--- config.mk ---
export PLATFORM = sky130hd
export DESIGN_NAME = mulacc_top
export DESIGN_NICKNAME = d
export VERILOG_FILES = /design/src/hw/mulacc_pkg.sv /design/src/hw/mulacc_top.sv /design/src/hw/mac_accumulate.sv /design/src/hw/bw_reduce.sv /design/src/hw/bw_pp_gen.sv /design/src/hw/mulacc_apb_regs.sv
export SDC_FILE = /design/constraint.sdc
export NUM_CORES = 1
export LEC_CHECK = 0
export BUFFER_PORTS_ARGS = -buffer_cell sky130_fd_sc_hd__buf_4
export CORE_MARGIN = 2
export CORE_UTILIZATION = 45
export DETAILED_ROUTE_END_ITERATION = 10
export HOLD_SLACK_MARGIN = 0.03
export PLACE_DENSITY_LB_ADDON = 0.25
export SYNTH_ARGS = -nofsm -noshare
export SYNTH_HDL_FRONTEND = slang
export SYNTH_HIERARCHICAL = 1
export SYNTH_SLANG_ARGS = --single-unit
--- constraint.sdc ---
create_clock -name clk -period 16.2 [get_ports clk]
set_input_delay 3.24 -clock clk [delete_from_list [all_inputs] [get_ports clk]]
set_output_delay 3.24 -clock clk [all_outputs]
set_load 0.01 [all_outputs]
--- src/hw/mulacc_pkg.sv ---
package mulacc_pkg;

    // Datapath widths.
    localparam int MUL_W  = 16;   // Operand width.
    localparam int PROD_W = 32;   // Product, accumulator and APB data width.
    localparam int PP_W   = 16;   // One Baugh-Wooley partial-product row.

    // Approximate reduction.
    localparam int APPROX_ROWS = 6;    // Rows 0 to 5 are replaced by correction terms.
    localparam int CORR_W      = 21;   // Width of one correction word.
    localparam int CORR_WORDS  = 4;    // Number of correction words.

    // APB register map.
    localparam int              ADDR_W      = 12;
    localparam logic [ADDR_W-1:0] ADDR_CTRL   = 12'h000;
    localparam logic [ADDR_W-1:0] ADDR_OPS    = 12'h004;
    localparam logic [ADDR_W-1:0] ADDR_ACC    = 12'h008;
    localparam logic [ADDR_W-1:0] ADDR_STATUS = 12'h00C;

    // CTRL register bits.
    localparam int CTRL_APPROX = 0;
    localparam int CTRL_CLEAR  = 1;   // Self-clearing.

    // In-flight counter width, three items at most.
    localparam int CNT_W = 2;

endpackage
--- src/hw/mulacc_top.sv ---
`timescale 1ns/1ps

module mulacc_top
    import mulacc_pkg::*;
(
    input  logic              clk,
    input  logic              reset,
    input  logic              psel,
    input  logic              penable,
    input  logic              pwrite,
    input  logic [ADDR_W-1:0] paddr,
    input  logic [PROD_W-1:0] pwdata,
    output logic [PROD_W-1:0] prdata,
    output logic              pready,
    output logic              pslverr
);

    logic                       issue;
    logic                       approx;
    logic [MUL_W-1:0]           x;
    logic [MUL_W-1:0]           y;
    logic                       acc_clear;
    logic                       pp_valid;
    logic                       pp_approx;
    logic [MUL_W-1:0][PP_W-1:0] pp_rows;
    logic                       prod_valid;
    logic [PROD_W-1:0]          prod;
    logic [PROD_W-1:0]          acc;
    logic                       done;

    mulacc_apb_regs i_regs (
        .clk       (clk),
        .reset     (reset),
        .psel      (psel),
        .penable   (penable),
        .pwrite    (pwrite),
        .paddr     (paddr),
        .pwdata    (pwdata),
        .busy      (prod_valid),   // Product about to enter the accumulator.
        .done      (done),
        .acc       (acc),
        .prdata    (prdata),
        .pready    (pready),
        .pslverr   (pslverr),
        .issue     (issue),
        .approx    (approx),
        .x         (x),
        .y         (y),
        .acc_clear (acc_clear)
    );

    bw_pp_gen i_pp_gen (
        .clk       (clk),
        .reset     (reset),
        .issue     (issue),
        .approx    (approx),
        .x         (x),
        .y         (y),
        .pp_valid  (pp_valid),
        .pp_approx (pp_approx),
        .pp_rows   (pp_rows)
    );

    bw_reduce i_reduce (
        .clk        (clk),
        .reset      (reset),
        .pp_valid   (pp_valid),
        .pp_approx  (pp_approx),
        .pp_rows    (pp_rows),
        .prod_valid (prod_valid),
        .prod       (prod)
    );

    mac_accumulate i_acc (
        .clk        (clk),
        .reset      (reset),
        .prod_valid (prod_valid),
        .prod       (prod),
        .acc_clear  (acc_clear),
        .acc        (acc),
        .done       (done)
    );

endmodule

--- src/hw/mac_accumulate.sv ---
`timescale 1ns/1ps

module mac_accumulate
    import mulacc_pkg::*;
(
    input  logic              clk,
    input  logic              reset,
    input  logic              prod_valid,
    input  logic [PROD_W-1:0] prod,
    input  logic              acc_clear,
    output logic [PROD_W-1:0] acc,
    output logic              done
);

    logic [PROD_W-1:0] acc_next;

    // Plain modular add, no saturation.
    assign acc_next = acc + prod;

    always_ff @(posedge clk) begin
        if (reset) begin
            acc <= '0;
        end else if (acc_clear) begin
            acc <= '0;            // Only requested with the pipeline empty.
        end else if (prod_valid) begin
            acc <= acc_next;
        end
    end

    // Done is high while the new sum is already visible.
    always_ff @(posedge clk) begin
        if (reset) begin
            done <= 1'b0;
        end else begin
            done <= prod_valid;
        end
    end

endmodule

--- src/hw/bw_reduce.sv ---
`timescale 1ns/1ps

module bw_reduce
    import mulacc_pkg::*;
(
    input  logic                       clk,
    input  logic                       reset,
    input  logic                       pp_valid,
    input  logic                       pp_approx,
    input  logic [MUL_W-1:0][PP_W-1:0] pp_rows,
    output logic                       prod_valid,
    output logic [PROD_W-1:0]          prod
);

    logic [CORR_WORDS-1:0][CORR_W-1:0] corr;
    logic [PROD_W-1:0]                 sum;

    // Correction terms standing in for rows 0 to 5.
    always_comb begin
        corr = '0;

        corr[0][3]  = pp_rows[0][2] & pp_rows[1][1];
        corr[0][4]  = pp_rows[0][4] ^ pp_rows[1][3];
        corr[0][5]  = pp_rows[4][1] ^ pp_rows[5][0];
        corr[0][6]  = pp_rows[0][5] & pp_rows[1][4];
        corr[0][7]  = pp_rows[2][5] ^ pp_rows[3][4];
        corr[0][9]  = pp_rows[4][5] ^ pp_rows[5][4];
        corr[0][13] = pp_rows[2][10] & pp_rows[3][9];
        corr[0][14] = pp_rows[4][10] ^ pp_rows[5][9];
        corr[0][15] = pp_rows[2][13] ^ pp_rows[3][12];
        corr[0][16] = 1'b1;                           // Baugh-Wooley constant.
        corr[0][17] = pp_rows[1][15];
        corr[0][18] = pp_rows[2][15] & pp_rows[3][14];
        corr[0][19] = pp_rows[4][14] & pp_rows[5][13];
        corr[0][20] = pp_rows[4][15] & pp_rows[5][14];

        corr[1][3]  = pp_rows[0][3] ^ pp_rows[1][2];
        corr[1][4]  = pp_rows[2][2] ^ pp_rows[3][1];
        corr[1][7]  = pp_rows[4][2] & pp_rows[5][1];
        corr[1][16] = pp_rows[4][12] ^ pp_rows[5][11];
        corr[1][17] = pp_rows[2][15] ^ pp_rows[3][14];
        corr[1][18] = pp_rows[3][15];
        corr[1][19] = pp_rows[4][15] ^ pp_rows[5][14];
        corr[1][20] = pp_rows[5][15];

        corr[2][17] = pp_rows[4][12] & pp_rows[5][11];
        corr[2][18] = pp_rows[4][14] ^ pp_rows[5][13];

        corr[3][17] = pp_rows[4][13] ^ pp_rows[5][12];
    end

    // Shifted row sum, low rows swapped for the correction words in approx mode.
    always_comb begin
        sum = PROD_W'(1) << (PROD_W - 1);   // Constant one of the last row.
        if (pp_approx) begin
            for (int w = 0; w < CORR_WORDS; w++) begin
                sum = sum + PROD_W'(corr[w]);
            end
        end else begin
            sum = sum + (PROD_W'(1) << MUL_W);
        end
        for (int i = 0; i < MUL_W; i++) begin
            if (!pp_approx || i >= APPROX_ROWS) begin
                sum = sum + (PROD_W'(pp_rows[i]) << i);
            end
        end
    end

    always_ff @(posedge clk) begin
        if (reset) begin
            prod_valid <= 1'b0;
        end else begin
            prod_valid <= pp_valid;
        end
    end

    always_ff @(posedge clk) begin
        if (pp_valid) begin
            prod <= sum;
        end
    end

endmodule

--- src/hw/bw_pp_gen.sv ---
`timescale 1ns/1ps

module bw_pp_gen
    import mulacc_pkg::*;
(
    input  logic                       clk,
    input  logic                       reset,
    input  logic                       issue,
    input  logic                       approx,
    input  logic [MUL_W-1:0]           x,
    input  logic [MUL_W-1:0]           y,
    output logic                       pp_valid,
    output logic                       pp_approx,
    output logic [MUL_W-1:0][PP_W-1:0] pp_rows
);

    logic [MUL_W-1:0][PP_W-1:0] rows;

    // Row i is y gated by x[i], with the Baugh-Wooley sign inversions.
    always_comb begin
        for (int i = 0; i < MUL_W; i++) begin
            rows[i] = y & {PP_W{x[i]}};
            if (i == MUL_W - 1) begin
                rows[i][PP_W-2:0] = ~rows[i][PP_W-2:0];   // Last row, low bits inverted.
            end else begin
                rows[i][PP_W-1] = ~rows[i][PP_W-1];       // Sign column inverted.
            end
        end
    end

    always_ff @(posedge clk) begin
        if (reset) begin
            pp_valid <= 1'b0;
        end else begin
            pp_valid <= issue;
        end
    end

    // Mode travels with the item.
    always_ff @(posedge clk) begin
        if (issue) begin
            pp_approx <= approx;
            pp_rows   <= rows;
        end
    end

endmodule

--- src/hw/mulacc_apb_regs.sv ---
`timescale 1ns/1ps

module mulacc_apb_regs
    import mulacc_pkg::*;
(
    input  logic              clk,
    input  logic              reset,
    input  logic              psel,
    input  logic              penable,
    input  logic              pwrite,
    input  logic [ADDR_W-1:0] paddr,
    input  logic [PROD_W-1:0] pwdata,
    input  logic              busy,
    input  logic              done,
    input  logic [PROD_W-1:0] acc,
    output logic [PROD_W-1:0] prdata,
    output logic              pready,
    output logic              pslverr,
    output logic              issue,
    output logic              approx,
    output logic [MUL_W-1:0]  x,
    output logic [MUL_W-1:0]  y,
    output logic              acc_clear
);

    logic [CNT_W-1:0] count;
    logic             addr_ok;
    logic             acc_read;
    logic             clear_write;
    logic             pipe_empty;
    logic             xfer_done;
    logic             wr_done;

    assign addr_ok     = paddr inside {ADDR_CTRL, ADDR_OPS, ADDR_ACC, ADDR_STATUS};
    assign acc_read    = !pwrite && (paddr == ADDR_ACC);
    assign clear_write = pwrite && (paddr == ADDR_CTRL) && pwdata[CTRL_CLEAR];

    // An item whose done is showing has already landed in the accumulator.
    assign pipe_empty = !issue && !busy && (count == CNT_W'(done));

    assign xfer_done = psel && penable && pready;
    assign wr_done   = xfer_done && pwrite && addr_ok;
    assign acc_clear = wr_done && (paddr == ADDR_CTRL) && pwdata[CTRL_CLEAR];

    // Ready is raised from setup, or later if the access has to wait.
    always_ff @(posedge clk) begin
        if (reset) begin
            pready  <= 1'b0;
            pslverr <= 1'b0;
        end else if (xfer_done) begin
            pready  <= 1'b0;
            pslverr <= 1'b0;
        end else if (psel && !pready && (pipe_empty || !(acc_read || clear_write))) begin
            pready  <= 1'b1;
            pslverr <= !addr_ok;
        end
    end

    always_ff @(posedge clk) begin
        if (reset) begin
            approx <= 1'b0;
            issue  <= 1'b0;
        end else begin
            issue <= wr_done && (paddr == ADDR_OPS);   // One multiply per OPS write.
            if (wr_done && (paddr == ADDR_CTRL)) begin
                approx <= pwdata[CTRL_APPROX];
            end
        end
    end

    always_ff @(posedge clk) begin
        if (wr_done && (paddr == ADDR_OPS)) begin
            x <= pwdata[PROD_W-1:MUL_W];
            y <= pwdata[MUL_W-1:0];
        end
    end

    // Items between issue and the accumulator.
    always_ff @(posedge clk) begin
        if (reset) begin
            count <= '0;
        end else begin
            case ({issue, done})
                2'b10:   count <= count + 1'b1;
                2'b01:   count <= count - 1'b1;
                default: count <= count;
            endcase
        end
    end

    always_comb begin
        case (paddr)
            ADDR_CTRL:   prdata = PROD_W'(approx);
            ADDR_OPS:    prdata = {x, y};
            ADDR_ACC:    prdata = acc;
            ADDR_STATUS: prdata = PROD_W'(count);
            default:     prdata = '0;
        endcase
    end

endmodule

==> metrics.txt <==
DP HPWL=roughly 46 mm; GR Util All Layers=between 20 and 25%; Synth Flop Type=edfxtp_1; CP Max Fanout=7; post-CTS setup buffers=0; row count=87; Remaining Overflow, GRT=0; commonest non-fill, non-tap cells in the layout=edfxtp_1, inv_1, ha_1; largest net degree at the start of global routing=91; CP required=approximately 17 ns; Vias/cell=between 5 and 6; Max Slew Vio Count=0; wirelength, routed=64.24 mm; critical path's largest stage delay=about 0.7 ns; CP Capture Type=flip-flop; Worst Hold Launch=i_acc/acc[21]; CTS Sinks=about 360; setup_tns=0 ns; Port Buffers=between 80 and 90; WHS Path Cells=2; worst vdd ir=between 0.07 and 0.08 mV; vias in the first global route=between 15000 and 20000; ANT cells=0; wire per inst=approximately 21 um; cell taking the most area after synthesis=edfxtp_1; number of synthesized flops with an enable pin=approximately 320; Final setup violation count=0; Mapped Area=around 25000 um2; Area Overhead vs Synth=10.19%; Finished Core Util=roughly 50%; clock transition at the registers of the reported paths=approximately 0.06 ns; RSZ-0062 raised after global routing=false; global-route wire length before repair=around 100 mm; Worst Skew=around 0.039 ns; Starting Density=45.25%; CTS tree=done; FF+latch area=between 10000 and 15000 um2; worst reg-to-reg path cell count=between 60 and 70; Hold Fails Final Rpt=0; layout cells sized above 1=around 13%; drt pass-1 iters=5; Hold Path End=i_acc/acc[21]; CP Class=reg -> reg; die width=around 240 um; Fillers=5033; # H-tree levels=2; post-route minimum period=14.72 ns; Routability Congestion=between 0.8 and 0.9; area of the multi-input gates=around 14000 um2; commonest non-fill, non-tap cell in the layout=edfxtp_1; top cells by area, synth=edfxtp_1, fa_1, ha_1, and2_1, dfxtp_1; Synth cell types=96; sequential-to-total area share from yosys stat=between 40% and 50%; RR Startpoint=i_pp_gen/pp_rows[4]; die height=241.7 um; Num CTS Buffers=around 40; top cell type's share of synthesized area=between 30% and 40%; initial antenna violation count=2; total of warnings raised by yosys=6; fin crit share=90.85%; DRT antenna net count=0; Yosys reg bits=approximately 360; Core Area=~56000 um2; Slowest-stage cell, CP=o41ai_1; status=finished, final reports clean; total vias in the final route=between 15000 and 20000; Static Leakage=between 10 and 15 nW; cells after synthesis=approximately 2200; Cell Pwr Density=roughly 72 nW/um2; die area=~58000 um2; Worst EP arrival=approximately 15 ns; max_slew headroom=~23%; worst slew pin tran=around 1.2 ns; fmax=about 68 MHz; # IOs=83; CTS Hold Bufs=0; ys async rst share=0%; clock latency at the later pin of the worst-skew pair=0.59 ns; PostCTS Resize Cnt=0; Remaining DRCs=0; Max clock buf depth=3; clock root buffer master=clkbuf_16; # Max-Cap Violations=0; nets=around 2700; Worst path most repeated cell=ha_1; Hold Path Class=reg -> reg; initial DRC count=roughly 1200; R2R setup slack=1.48 ns; CP Launch Type=flip-flop; Synth Area per Inst=about 11 um2; FF-to-FF End=i_reduce/prod[31]
[per-layer routing]
| layer | global-route usage (%) | share of wire [%] |
|---|---|---|
| met1 | 30.19 | 45 |
| met2 | 36.67 | 48 |
| met3 | 2.941 | 5.1 |
| met4 | 6.245 | 2.3 |
| met5 | 0 | 0 |
[logic make-up after synthesis]
| kind of cell | count (synthesis) | synth area share (%) |
|---|---|---|
| simple gates | 629 | 14.08 |
| compound gates | 488 | 12.95 |
| flops | 362 | 41.15 |
| fa+ha+maj | 359 | 22.07 |
| buf+inv | 282 | 5.189 |
| xor+xnor | 116 | 4.027 |
| mux | 11 | 0.4923 |
| other cells | 2 | 0.02955 |
[power by group]
part | internal, mW | total (mW) | switching [mW]
Sequential | 1.00 | 1.01 | 0.000438
Clock | 0.553 | 0.967 | 0.413
Combinational | 0.0264 | 0.0542 | 0.0278
[area by class of cell]
| type | instances | area share [%] |
|---|---|---|
| multi-input cells | 1609 | 48.82 |
| inverters | 214 | 2.868 |
| flip-flops and latches | 362 | 37.36 |
| well taps | 756 | 3.377 |
| repair buffers | 96 | 2.618 |
| clock inverters | 32 | 1.255 |
| clock buffers | 44 | 3.704 |
[synth_stat cells, types with 31 or more instances]
master    count
edfxtp_1    321
inv_1       213
ha_1        210
fa_1        149
and2_1      143
o21ai_0     118
a21oi_1     109
nand2_1     108
and2_2       94
nor2_1       87
xnor2_1      62
xor2_1       53
a21o_1       44
dfxtp_1      41
nand3_1      35
a22o_1       31
[registers in the layout (all words and copies together), names as in the netlist, 2 cells and up]
name / count
i_acc/acc: 32
i_regs/count: 2
i_regs/x: 16
i_regs/y: 16
i_reduce/prod: 32
i_pp_gen/pp_rows: 256
[critical path: cells and delay by family, from the launching register on]
family | cells | cell delay, ns
AO/OA/AOI/OAI | 25 | 5.49
adder cells (fa/ha/maj) | 14 | 4.88
AND/OR/NAND/NOR | 11 | 2.14
XOR/XNOR | 8 | 1.29
flip-flops | 1 | 0.45
buffers and inverters | 3 | 0.25
[worst max path at each step]
stage / from / end / cells after the start
after detailed placement: i_pp_gen/pp_rows[4] / i_reduce/prod[31] / 61
after global placement: i_pp_gen/pp_rows[4] / i_reduce/prod[31] / 62
final: i_pp_gen/pp_rows[4] / i_reduce/prod[31] / 61
after floorplan: i_pp_gen/pp_rows[4] / i_reduce/prod[31] / 63
after CTS: i_pp_gen/pp_rows[4] / i_reduce/prod[31] / 61
after global routing: i_pp_gen/pp_rows[4] / i_reduce/prod[31] / 62
[through the flow]
| step | setup slack (ns) | instance area (um2) | cells | hold slack (ns) | power, mW |
|---|---|---|---|---|---|
| 6_report | 1.483 | 28010 | 3113 | 0.4922 | 2.026 |
| 5_1_grt | 0.3090 | 28010 | 3113 | 0.5124 | 2.086 |
| 4_1_cts | 1.476 | 28010 | 3113 | 0.4944 | 2.048 |
| 3_5_place_dp | 1.547 | 26620 | 3037 | 0.4871 | 1.080 |
| 3_3_place_gp | 1.785 | 26620 | 3037 | 0.4799 | 1.078 |
| 2_1_floorplan | 3.706 | 25430 | 2253 | 0.4252 | 1.059 |
No activity file was read; power rests on OpenSTA's default activity.
